<file path="src/verilog/stream_src_pkg.sv">
// shared widths, depths and config types of the memory-to-stream source
// strides are full byte offsets, lengths are counted in stream words
// total beats = len0 * len1, truncated to CNT_W bits
`default_nettype none

package stream_src_pkg;

  // widths
  localparam int DATA_W = 32;  // stream word
  localparam int MEM_W  = 64;  // one word wider, holds any misaligned word
  localparam int ADDR_W = 32;  // byte address
  localparam int CNT_W  = 16;  // lengths and beat counter

  // depths
  localparam int ADDR_FIFO_DEPTH = 2;
  localparam int OFFS_DEPTH      = 8;  // max grants without a response

  // register indices on the config port
  localparam logic [2:0] REG_BASE    = 3'd0;
  localparam logic [2:0] REG_STRIDE0 = 3'd1;
  localparam logic [2:0] REG_LEN0    = 3'd2;
  localparam logic [2:0] REG_STRIDE1 = 3'd3;
  localparam logic [2:0] REG_LEN1    = 3'd4;
  localparam logic [2:0] REG_START   = 3'd5;

  typedef struct packed {
    logic [ADDR_W-1:0] base;
    logic [ADDR_W-1:0] stride0;  // inner step
    logic [CNT_W-1:0]  len0;     // inner count
    logic [ADDR_W-1:0] stride1;  // outer step, from row start
    logic [CNT_W-1:0]  len1;     // outer count
  } src_cfg_t;

  typedef enum logic [1:0] {
    ST_IDLE,
    ST_WORKING,
    ST_DRAIN
  } stream_state_e;

endpackage

`default_nettype wire

</file>
<file path="src/verilog/stream_if.sv">
// valid/ready stream with a generic payload
// once valid is up, valid and data hold until the beat transfers
`timescale 1ns/100ps
`default_nettype none

interface stream_if #(
  parameter type payload_t = logic
);

  logic     valid;
  logic     ready;
  payload_t data;

  // producer side
  modport source (
    output valid,
    output data,
    input  ready
  );

  // consumer side
  modport sink (
    input  valid,
    input  data,
    output ready
  );

endinterface

`default_nettype wire

</file>
<file path="src/verilog/mem_if.sv">
// read-only memory port, req/gnt request phase and r_valid response phase
// one r_valid per grant, in grant order, r_valid is a single-cycle pulse
`timescale 1ns/100ps
`default_nettype none

interface mem_if import stream_src_pkg::*; ();

  logic              req;
  logic [ADDR_W-1:0] add;      // word aligned byte address
  logic              gnt;
  logic              r_valid;
  logic [MEM_W-1:0]  r_data;   // bytes add .. add+7, little endian

  modport master (
    output req,
    output add,
    input  gnt,
    input  r_valid,
    input  r_data
  );

  modport slave (
    input  req,
    input  add,
    output gnt,
    output r_valid,
    output r_data
  );

endinterface

`default_nettype wire

</file>
<file path="src/verilog/stream_fifo.sv">
// synchronous valid/ready FIFO, flop based
// DEPTH must be 2 or more; push to pop takes one cycle
// pop data comes straight from the storage array
`timescale 1ns/100ps
`default_nettype none

module stream_fifo #(
  parameter type payload_t = logic,
  parameter int  DEPTH     = 2
) (
  input  wire      clk_i,
  input  wire      rst_ni,
  stream_if.sink   push_i,
  stream_if.source pop_o,
  output logic     empty_o
);

  payload_t                   mem_q [DEPTH];
  logic [$clog2(DEPTH)-1:0]   wr_ptr_q;
  logic [$clog2(DEPTH)-1:0]   rd_ptr_q;
  logic [$clog2(DEPTH+1)-1:0] cnt_q;    // fill level
  logic                       do_push;
  logic                       do_pop;

  assign push_i.ready = (cnt_q != DEPTH);  // not full
  assign pop_o.valid  = (cnt_q != 0);
  assign pop_o.data   = mem_q[rd_ptr_q];
  assign empty_o      = (cnt_q == 0);

  assign do_push = push_i.valid & push_i.ready;
  assign do_pop  = pop_o.valid & pop_o.ready;

  always_ff @(posedge clk_i or negedge rst_ni) begin
    if (!rst_ni) begin
      wr_ptr_q <= '0;
      rd_ptr_q <= '0;
      cnt_q    <= '0;
    end else begin
      if (do_push) begin
        wr_ptr_q <= (wr_ptr_q == DEPTH-1) ? '0 : wr_ptr_q + 1'b1;  // wrap
      end
      if (do_pop) begin
        rd_ptr_q <= (rd_ptr_q == DEPTH-1) ? '0 : rd_ptr_q + 1'b1;
      end
      case ({do_push, do_pop})
        2'b10:   cnt_q <= cnt_q + 1'b1;
        2'b01:   cnt_q <= cnt_q - 1'b1;
        default: cnt_q <= cnt_q;  // both or neither
      endcase
    end
  end

  // storage
  always_ff @(posedge clk_i) begin
    if (do_push) begin
      mem_q[wr_ptr_q] <= push_i.data;
    end
  end

endmodule

`default_nettype wire

</file>
<file path="src/verilog/addr_gen.sv">
// 2-D address walker: base + i*stride0 + j*stride1
// i runs the inner loop to len0, j the outer loop to len1
// len0 and len1 must be nonzero; cfg must hold still while a walk runs
// a start during a walk restarts it
`timescale 1ns/100ps
`default_nettype none

module addr_gen import stream_src_pkg::*; (
  input  wire           clk_i,
  input  wire           rst_ni,
  input  wire src_cfg_t cfg_i,
  input  wire           start_i,
  stream_if.source      addr_o,
  output logic          last_o
);

  logic              valid_q;
  logic [CNT_W-1:0]  i_q;       // inner index
  logic [CNT_W-1:0]  j_q;       // outer index
  logic [ADDR_W-1:0] addr_q;    // current address
  logic [ADDR_W-1:0] row_q;     // start of current row
  logic              inner_end;
  logic              last;
  logic              fire;

  assign inner_end = (i_q == cfg_i.len0 - 1'b1);
  assign last      = inner_end & (j_q == cfg_i.len1 - 1'b1);
  assign fire      = addr_o.valid & addr_o.ready;

  assign addr_o.valid = valid_q;
  assign addr_o.data  = addr_q;
  assign last_o       = valid_q & last;  // high with the final address

  // control counters
  always_ff @(posedge clk_i or negedge rst_ni) begin
    if (!rst_ni) begin
      valid_q <= 1'b0;
      i_q     <= '0;
      j_q     <= '0;
    end else if (start_i) begin
      valid_q <= 1'b1;  // first address next cycle
      i_q     <= '0;
      j_q     <= '0;
    end else if (fire) begin
      if (last) begin
        valid_q <= 1'b0;  // walk finished
      end else if (inner_end) begin
        i_q <= '0;
        j_q <= j_q + 1'b1;
      end else begin
        i_q <= i_q + 1'b1;
      end
    end
  end

  // address datapath, step by adding a stride
  always_ff @(posedge clk_i) begin
    if (start_i) begin
      addr_q <= cfg_i.base;
      row_q  <= cfg_i.base;
    end else if (fire && !last) begin
      if (inner_end) begin
        row_q  <= row_q + cfg_i.stride1;
        addr_q <= row_q + cfg_i.stride1;  // next row start
      end else begin
        addr_q <= addr_q + cfg_i.stride0;
      end
    end
  end

endmodule

`default_nettype wire

</file>
<file path="src/verilog/src_cfg_regs.sv">
// config registers behind a four-phase req/ack port
// ack rises the cycle after req and falls the cycle after req drops
// START is write-only and fires only while the streamer is idle
// the host must not rewrite the pattern registers while busy
`timescale 1ns/100ps
`default_nettype none

module src_cfg_regs import stream_src_pkg::*; (
  input  wire        clk_i,
  input  wire        rst_ni,
  input  wire        cfg_req_i,
  input  wire  [2:0] cfg_idx_i,
  input  wire [31:0] cfg_wdata_i,
  input  wire        busy_i,
  input  wire        done_i,
  output logic       cfg_ack_o,
  output src_cfg_t   cfg_o,
  output logic       start_o,
  output logic       busy_o,
  output logic       done_o
);

  logic     ack_q;
  logic     start_q;
  logic     wr;        // new request this cycle
  src_cfg_t cfg_q;

  assign wr = cfg_req_i & ~ack_q;

  // four-phase ack and start pulse
  always_ff @(posedge clk_i or negedge rst_ni) begin
    if (!rst_ni) begin
      ack_q   <= 1'b0;
      start_q <= 1'b0;
    end else begin
      if (wr) begin
        ack_q <= 1'b1;
      end else if (!cfg_req_i) begin
        ack_q <= 1'b0;  // req gone, release
      end
      // done cycle counts as busy, the core is still leaving its drain state
      start_q <= wr & (cfg_idx_i == REG_START) & ~busy_i & ~done_i;
    end
  end

  // register writes land with the rising ack
  always_ff @(posedge clk_i or negedge rst_ni) begin
    if (!rst_ni) begin
      cfg_q <= '0;
    end else if (wr) begin
      case (cfg_idx_i)
        REG_BASE:    cfg_q.base    <= cfg_wdata_i;
        REG_STRIDE0: cfg_q.stride0 <= cfg_wdata_i;
        REG_LEN0:    cfg_q.len0    <= cfg_wdata_i[CNT_W-1:0];
        REG_STRIDE1: cfg_q.stride1 <= cfg_wdata_i;
        REG_LEN1:    cfg_q.len1    <= cfg_wdata_i[CNT_W-1:0];
        default:     cfg_q         <= cfg_q;  // START and unused slots
      endcase
    end
  end

  assign cfg_ack_o = ack_q;
  assign cfg_o     = cfg_q;
  assign start_o   = start_q;
  assign busy_o    = busy_i;   // status straight from the core
  assign done_o    = done_i;

endmodule

`default_nettype wire

</file>
<file path="src/verilog/core_source.sv">
// streamer core: issues reads, tracks byte offsets, realigns beats
// each 64-bit beat yields bytes offs..offs+3 as one stream word
// requests are held back while the stream is not ready
// a held beat is overwritten if a second response comes before it is taken,
// so the memory must not answer twice while out_ready_i stays low
`timescale 1ns/100ps
`default_nettype none

module core_source import stream_src_pkg::*; (
  input  wire               clk_i,
  input  wire               rst_ni,
  input  wire src_cfg_t     cfg_i,
  input  wire               start_i,
  input  wire               gen_last_i,
  input  wire               addr_empty_i,
  stream_if.sink            addr_i,
  mem_if.master             mem_o,
  output logic              out_valid_o,
  output logic [DATA_W-1:0] out_data_o,
  input  wire               out_ready_i,
  output logic              busy_o,
  output logic              done_o
);

  stream_state_e    state_q, state_d;
  logic [CNT_W-1:0] beat_cnt_q;
  logic [CNT_W-1:0] tot_len;
  logic             hold_valid_q;
  logic [MEM_W-1:0] hold_data_q;
  logic [MEM_W-1:0] beat;          // live or held response
  logic             out_fire;
  logic             offs_empty;
  logic             done;

  stream_if #(.payload_t(logic [1:0])) offs_push ();
  stream_if #(.payload_t(logic [1:0])) offs_pop ();

  // byte offsets of granted, not yet delivered reads
  stream_fifo #(
    .payload_t (logic [1:0]),
    .DEPTH     (OFFS_DEPTH)
  ) i_offs_fifo (
    .clk_i   (clk_i),
    .rst_ni  (rst_ni),
    .push_i  (offs_push),
    .pop_o   (offs_pop),
    .empty_o (offs_empty)
  );

  assign tot_len = cfg_i.len0 * cfg_i.len1;

  // request side, gated by stream ready
  assign mem_o.req = (state_q != ST_IDLE) & addr_i.valid & out_ready_i & offs_push.ready;
  assign mem_o.add = {addr_i.data[ADDR_W-1:2], 2'b00};
  assign addr_i.ready = mem_o.req & mem_o.gnt;  // pop address on grant

  assign offs_push.valid = mem_o.req & mem_o.gnt;
  assign offs_push.data  = addr_i.data[1:0];

  // response side
  assign beat        = mem_o.r_valid ? mem_o.r_data : hold_data_q;
  assign out_valid_o = mem_o.r_valid | hold_valid_q;
  assign out_data_o  = beat[{offs_pop.data, 3'b000} +: DATA_W];  // realign
  assign out_fire    = out_valid_o & out_ready_i;
  assign offs_pop.ready = out_fire;

  // holding register for a beat the stream did not take
  always_ff @(posedge clk_i or negedge rst_ni) begin
    if (!rst_ni) begin
      hold_valid_q <= 1'b0;
    end else if (mem_o.r_valid) begin
      hold_valid_q <= ~out_ready_i;
    end else if (out_ready_i) begin
      hold_valid_q <= 1'b0;  // held beat accepted
    end
  end

  always_ff @(posedge clk_i) begin
    if (mem_o.r_valid) begin
      hold_data_q <= mem_o.r_data;
    end
  end

  // accepted beats of the current run
  always_ff @(posedge clk_i or negedge rst_ni) begin
    if (!rst_ni) begin
      beat_cnt_q <= '0;
    end else if (done) begin
      beat_cnt_q <= '0;
    end else if (out_fire) begin
      beat_cnt_q <= beat_cnt_q + 1'b1;
    end
  end

  always_ff @(posedge clk_i or negedge rst_ni) begin
    if (!rst_ni) begin
      state_q <= ST_IDLE;
    end else begin
      state_q <= state_d;
    end
  end

  always_comb begin
    state_d = state_q;
    done    = 1'b0;
    case (state_q)
      ST_IDLE: begin
        if (start_i) state_d = ST_WORKING;
      end
      ST_WORKING: begin
        if (gen_last_i) state_d = ST_DRAIN;  // final address on its way
      end
      ST_DRAIN: begin
        if (addr_empty_i && offs_empty && (beat_cnt_q == tot_len)) begin
          state_d = ST_IDLE;
          done    = 1'b1;
        end
      end
      default: state_d = ST_IDLE;
    endcase
  end

  assign busy_o = (state_q != ST_IDLE) & ~done;  // drops with done
  assign done_o = done;

endmodule

`default_nettype wire

</file>
<file path="src/verilog/stream_src_top.sv">
// memory-to-stream source: config regs, address walker, address FIFO, core
// memory sits outside on plain req/gnt/r_valid ports
// mem_addr_o is always word aligned, realignment happens inside
`timescale 1ns/100ps
`default_nettype none

module stream_src_top import stream_src_pkg::*; (
  input  wire               clk_i,
  input  wire               rst_ni,
  input  wire               cfg_req_i,
  input  wire         [2:0] cfg_idx_i,
  input  wire        [31:0] cfg_wdata_i,
  output logic              cfg_ack_o,
  output logic              busy_o,
  output logic              done_o,
  output logic              mem_req_o,
  output logic [ADDR_W-1:0] mem_addr_o,
  input  wire               mem_gnt_i,
  input  wire               mem_rvalid_i,
  input  wire   [MEM_W-1:0] mem_rdata_i,
  output logic              out_valid_o,
  output logic [DATA_W-1:0] out_data_o,
  input  wire               out_ready_i
);

  src_cfg_t cfg;
  logic     start;
  logic     gen_last;
  logic     addr_empty;
  logic     core_busy;
  logic     core_done;

  stream_if #(.payload_t(logic [ADDR_W-1:0])) addr_s ();  // walker to FIFO
  stream_if #(.payload_t(logic [ADDR_W-1:0])) addr_q ();  // FIFO to core
  mem_if mem ();

  // plain memory ports onto the interface
  assign mem_req_o   = mem.req;
  assign mem_addr_o  = mem.add;
  assign mem.gnt     = mem_gnt_i;
  assign mem.r_valid = mem_rvalid_i;
  assign mem.r_data  = mem_rdata_i;

  src_cfg_regs i_regs (
    .clk_i, .rst_ni, .cfg_req_i, .cfg_idx_i, .cfg_wdata_i,
    .busy_i    (core_busy),
    .done_i    (core_done),
    .cfg_ack_o,
    .cfg_o     (cfg),
    .start_o   (start),
    .busy_o,
    .done_o
  );

  addr_gen i_addr_gen (
    .clk_i, .rst_ni,
    .cfg_i   (cfg),
    .start_i (start),
    .addr_o  (addr_s),
    .last_o  (gen_last)
  );

  stream_fifo #(
    .payload_t (logic [ADDR_W-1:0]),
    .DEPTH     (ADDR_FIFO_DEPTH)
  ) i_addr_fifo (
    .clk_i, .rst_ni,
    .push_i  (addr_s),
    .pop_o   (addr_q),
    .empty_o (addr_empty)
  );

  core_source i_core (
    .clk_i, .rst_ni,
    .cfg_i        (cfg),
    .start_i      (start),
    .gen_last_i   (gen_last),
    .addr_empty_i (addr_empty),
    .addr_i       (addr_q),
    .mem_o        (mem),
    .out_valid_o, .out_data_o, .out_ready_i,
    .busy_o       (core_busy),
    .done_o       (core_done)
  );

endmodule

`default_nettype wire

</file>
<file path="config.mk">
export PLATFORM = sky130hd
export DESIGN_NAME = stream_src_top
export DESIGN_NICKNAME = d
export VERILOG_FILES = /design/src/verilog/stream_src_pkg.sv /design/src/verilog/stream_if.sv /design/src/verilog/mem_if.sv /design/src/verilog/stream_fifo.sv /design/src/verilog/addr_gen.sv /design/src/verilog/src_cfg_regs.sv /design/src/verilog/core_source.sv /design/src/verilog/stream_src_top.sv
export SDC_FILE = /design/constraint.sdc
export NUM_CORES = 1
export LEC_CHECK = 0
export BUFFER_PORTS_ARGS = -buffer_cell sky130_fd_sc_hd__clkbuf_2
export CAP_MARGIN = 20
export CORE_MARGIN = 5
export CORE_UTILIZATION = 41
export DETAILED_ROUTE_END_ITERATION = 6
export GPL_TIMING_DRIVEN = 0
export SETUP_SLACK_MARGIN = 0.15
export SYNTH_ARGS = -nofsm -noshare
export SYNTH_HDL_FRONTEND = slang
export SYNTH_SLANG_ARGS = --single-unit
</file>
<file path="constraint.sdc">
create_clock -name clk_i -period 10.1 [get_ports clk_i]
set_input_delay 1.01 -clock clk_i [delete_from_list [all_inputs] [get_ports clk_i]]
set_output_delay 1.01 -clock clk_i [all_outputs]
set_load 0.01 [all_outputs]
</file>
==> results.json <==
{
  "status": "finished, violations left",
  "violations": "DRC",
  "cts_sinks": 396,
  "htreeDepth": 2,
  "synthesis.area_sq_mm": 0.0250,
  "die_w_microns": 257,
  "final_nets": 2879,
  "ys_warn_count": 0,
  "synth_edf_count": 144,
  "crit_path_end_kind": "primary output",
  "fp.coreArea_sq_mm": 0.0604,
  "synth_adder_area_share_pct": 12.9,
  "tns_ps": 0,
  "drv_slew": 0,
  "worstPathArrival_ps": 8000,
  "worstSetupStartpointType": "flop",
  "final_common_cell": "nand2_1",
  "dp.cells": 3301,
  "postSynthCellCount": 2348,
  "io_pins": 174,
  "dpl-instance-area_sq_mm": 0.0269,
  "grt_use_total_pct": 20.4,
  "finalInstanceArea_sq_mm": 0.0284,
  "grt_max_degree": 103,
  "start_util_pct": 41.3,
  "vias_per_cell": 5.44,
  "fmax_mhz": 111,
  "drc": 1,
  "crit_path_max_fanout": 10,
  "finalNonFillerCells": 3387,
  "cts_inserted_buffers": 46,
  "setup_viol": 0,
  "synth-main-ff-cell": "dfrtp_1",
  "cts_tree": "built",
  "grt_overflow_total": 0,
  "hold_violations": 0,
  "initialDrtViolationCount": 1513,
  "rows": 90,
  "worstMarginPinSlew_ps": 1060,
  "grt_antenna_before_repair": 0,
  "synth_compound_gate_area_share_pct": 9.47,
  "routed_wl_microns": 68400,
  "synthToLayoutAreaGrowth_pct": 13.7,
  "synth_top_family_by_area": "adder cells",
  "hold_buffers": 0,
  "layout-drive-gt1-share_pct": 19.8,
  "clk_latency_ps": 590,
  "max_cap_violations": 0,
  "cts_resized": 0,
  "synthXorXnorAreaFrac_pct": 6.28,
  "post_cts_buffers": 0,
  "postSynth.asyncResetShare_pct": 49.5,
  "fin_crit_sh_pct": 89.2,
  "whs_ps": 453,
  "path_clk_slew_ps": 60,
  "cts_max_path_buffers": 3,
  "dr.pass1.iters": 7,
  "skew_ps": 39.0,
  "layout_common_cells": "nand2_1, mux2_2, dfrtp_1",
  "synthMuxAreaShare_pct": 12.8,
  "wire_per_inst_microns": 20.2,
  "slew_headroom_pct": 28.9,
  "worstSetupPathType": "reg -> out",
  "ys_ff_latch": 396,
  "die_h_microns": 257,
  "p_per_area_mw_per_mm2": 369,
  "antenna_cells": 0,
  "hold_class": "reg -> reg",
  "syn_avg_cell_area_sq_um": 10.6,
  "cts_root_buffer": "clkbuf_16",
  "leakagePower_nw": 12.2,
  "fin_util_pct": 47.0,
  "fill_cells": 5628,
  "post-route-min-period_ps": 9010,
  "place.gp.congestion": 0.880,
  "ir_worst_vdd_mv": 0.545,
  "pre_cts_ws_ps": 1650,
  "port_buffers": 162,
  "rsz0062_at_grt": "false",
  "setup_ws_ps": 1090,
  "hpwl_microns": 51800,
  "synth-simple-area-share_pct": 12.0,
  "ant_nets": 0,
  "dieArea_sq_mm": 0.0659,
  "p_total_mw": 10.5,
  "grt_pass1_vias": 18700,
  "synth-seq-area-share_pct": 41.5,
  "cp.required_ps": 9090,
  "ys_types": 80,
  "num_vias": 18400,
  "grt_pass1_wl_microns": 107000
}
==> critical path, stage by stage (launching register included) <==
cell and delay [ps]:
dfrtp_1 390, clkbuf_1 380, clkbuf_1 530, nand2_1 160, fa_1 540, inv_1 50, fa_1 480, ha_1 130
inv_1 50, fa_1 460, fa_1 500, fa_1 490, inv_1 40, ha_1 310, or2_2 320, o31ai_1 90
nand2b_1 150, o21bai_1 70, xnor2_1 170, a2111oi_0 480, o2111ai_1 180, nor4b_1 590, buf_2 280, clkbuf_1 390
nor2_1 70, clkbuf_2 140
==> cell usage after synthesis, drive strengths merged, types with 19 or more instances <==
cell	count	area share [%]
nor3	39	0.78
clkbuf	90	1.4
o21ai	117	2.3
ha	124	6.2
a21o	31	0.93
nand2	237	3.6
edfxtp	144	17
dfxtp	56	4.5
xor2	57	2.0
and2	51	1.3
inv	156	2.3
o21a	19	0.57
dfrtp	196	20
buf	52	1.3
fa	83	6.7
nor2	101	1.5
nand3	36	0.72
a21oi	77	1.5
mux2	207	9.3
mux2i	78	3.1
xnor2	122	4.3
==> final cells by class <==
| type | instances | area [sq um] | share of cell area [%] |
|---|---|---|---|
| Multi-Input combinational cell | 1654 | 13400 | 47.1 |
| Clock buffer | 58 | 1240 | 4.36 |
| Buffer | 142 | 674 | 2.38 |
| Sequential cell | 396 | 10300 | 36.5 |
| Tap cell | 782 | 978 | 3.45 |
| Inverter | 157 | 589 | 2.08 |
| Clock inverter | 28 | 248 | 0.873 |
| Timing Repair Buffer | 170 | 935 | 3.29 |
==> worst paths after layout <==
path / from / to / slack (ps) / cells past startpoint
max: i_regs.cfg_o[50]$_DFFE_PN0P_ / busy_o / 1090 / 25
min: i_core.hold_data_q[8]$_DFF_P_ / i_core.hold_data_q[8]$_DFF_P_ / 450 / 2
max reg2reg: i_regs.cfg_o[50]$_DFFE_PN0P_ / i_core.beat_cnt_q[1]$_DFFE_PN0P_ / 2640 / 24
min reg2reg: i_core.hold_data_q[8]$_DFF_P_ / i_core.hold_data_q[8]$_DFF_P_ / 450 / 2
max in group asynchronous: rst_ni / i_regs.cfg_o[0]$_DFFE_PN0P_ / 8570 / 2
min in group asynchronous: rst_ni / i_regs.cfg_o[114]$_DFFE_PN0P_ / 480 / 1
==> state kept, by name, indices dropped and copies added (netlist names), 3 cells and up <==
| register | cells |
|---|---|
| i_core.i_offs_fifo.cnt_q | 4 |
| i_addr_fifo.mem_q | 64 |
| i_regs.cfg_o | 128 |
| i_core.beat_cnt_q | 16 |
| i_core.i_offs_fifo.rd_ptr_q | 3 |
| i_core.i_offs_fifo.wr_ptr_q | 3 |
| i_addr_gen.addr_o.data | 32 |
| i_core.i_offs_fifo.mem_q | 16 |
| i_core.hold_data_q | 56 |
| i_addr_gen.row_q | 32 |
| i_addr_gen.i_q | 16 |
| i_addr_gen.j_q | 16 |
==> logic make-up (layout without fill, tap and decap cells) <==
group / after synthesis / count (layout)
AO/OA/AOI/OAI: 371 / 371
XOR/XNOR: 179 / 179
adder cells (fa/ha/maj): 207 / 207
buffers and inverters: 299 / 555
flip-flops: 396 / 396
multiplexers: 289 / 289
other: 1 / 2
AND/OR/NAND/NOR: 606 / 606
==> metal layers <==
layer / share of wire [%] / global-route usage (%) / wire, microns / vias up
met2: 46 / 32.5 / 31200 / 540
met1: 47 / 29.1 / 31900 / 9149
met5: 0 / 0 / 0 / -
met4: 2.4 / 5.65 / 1670 / 0
li1: - / - / - / 8652
met3: 5.4 / 3.02 / 3710 / 96
==> power breakdown <==
group	switching (mW)	leakage, nW	internal, mW
combinational	3.52	7.17	2.80
clock	0.706	0.719	0.929
sequential	0.291	4.29	2.22
(Power assumes the default switching activity.)
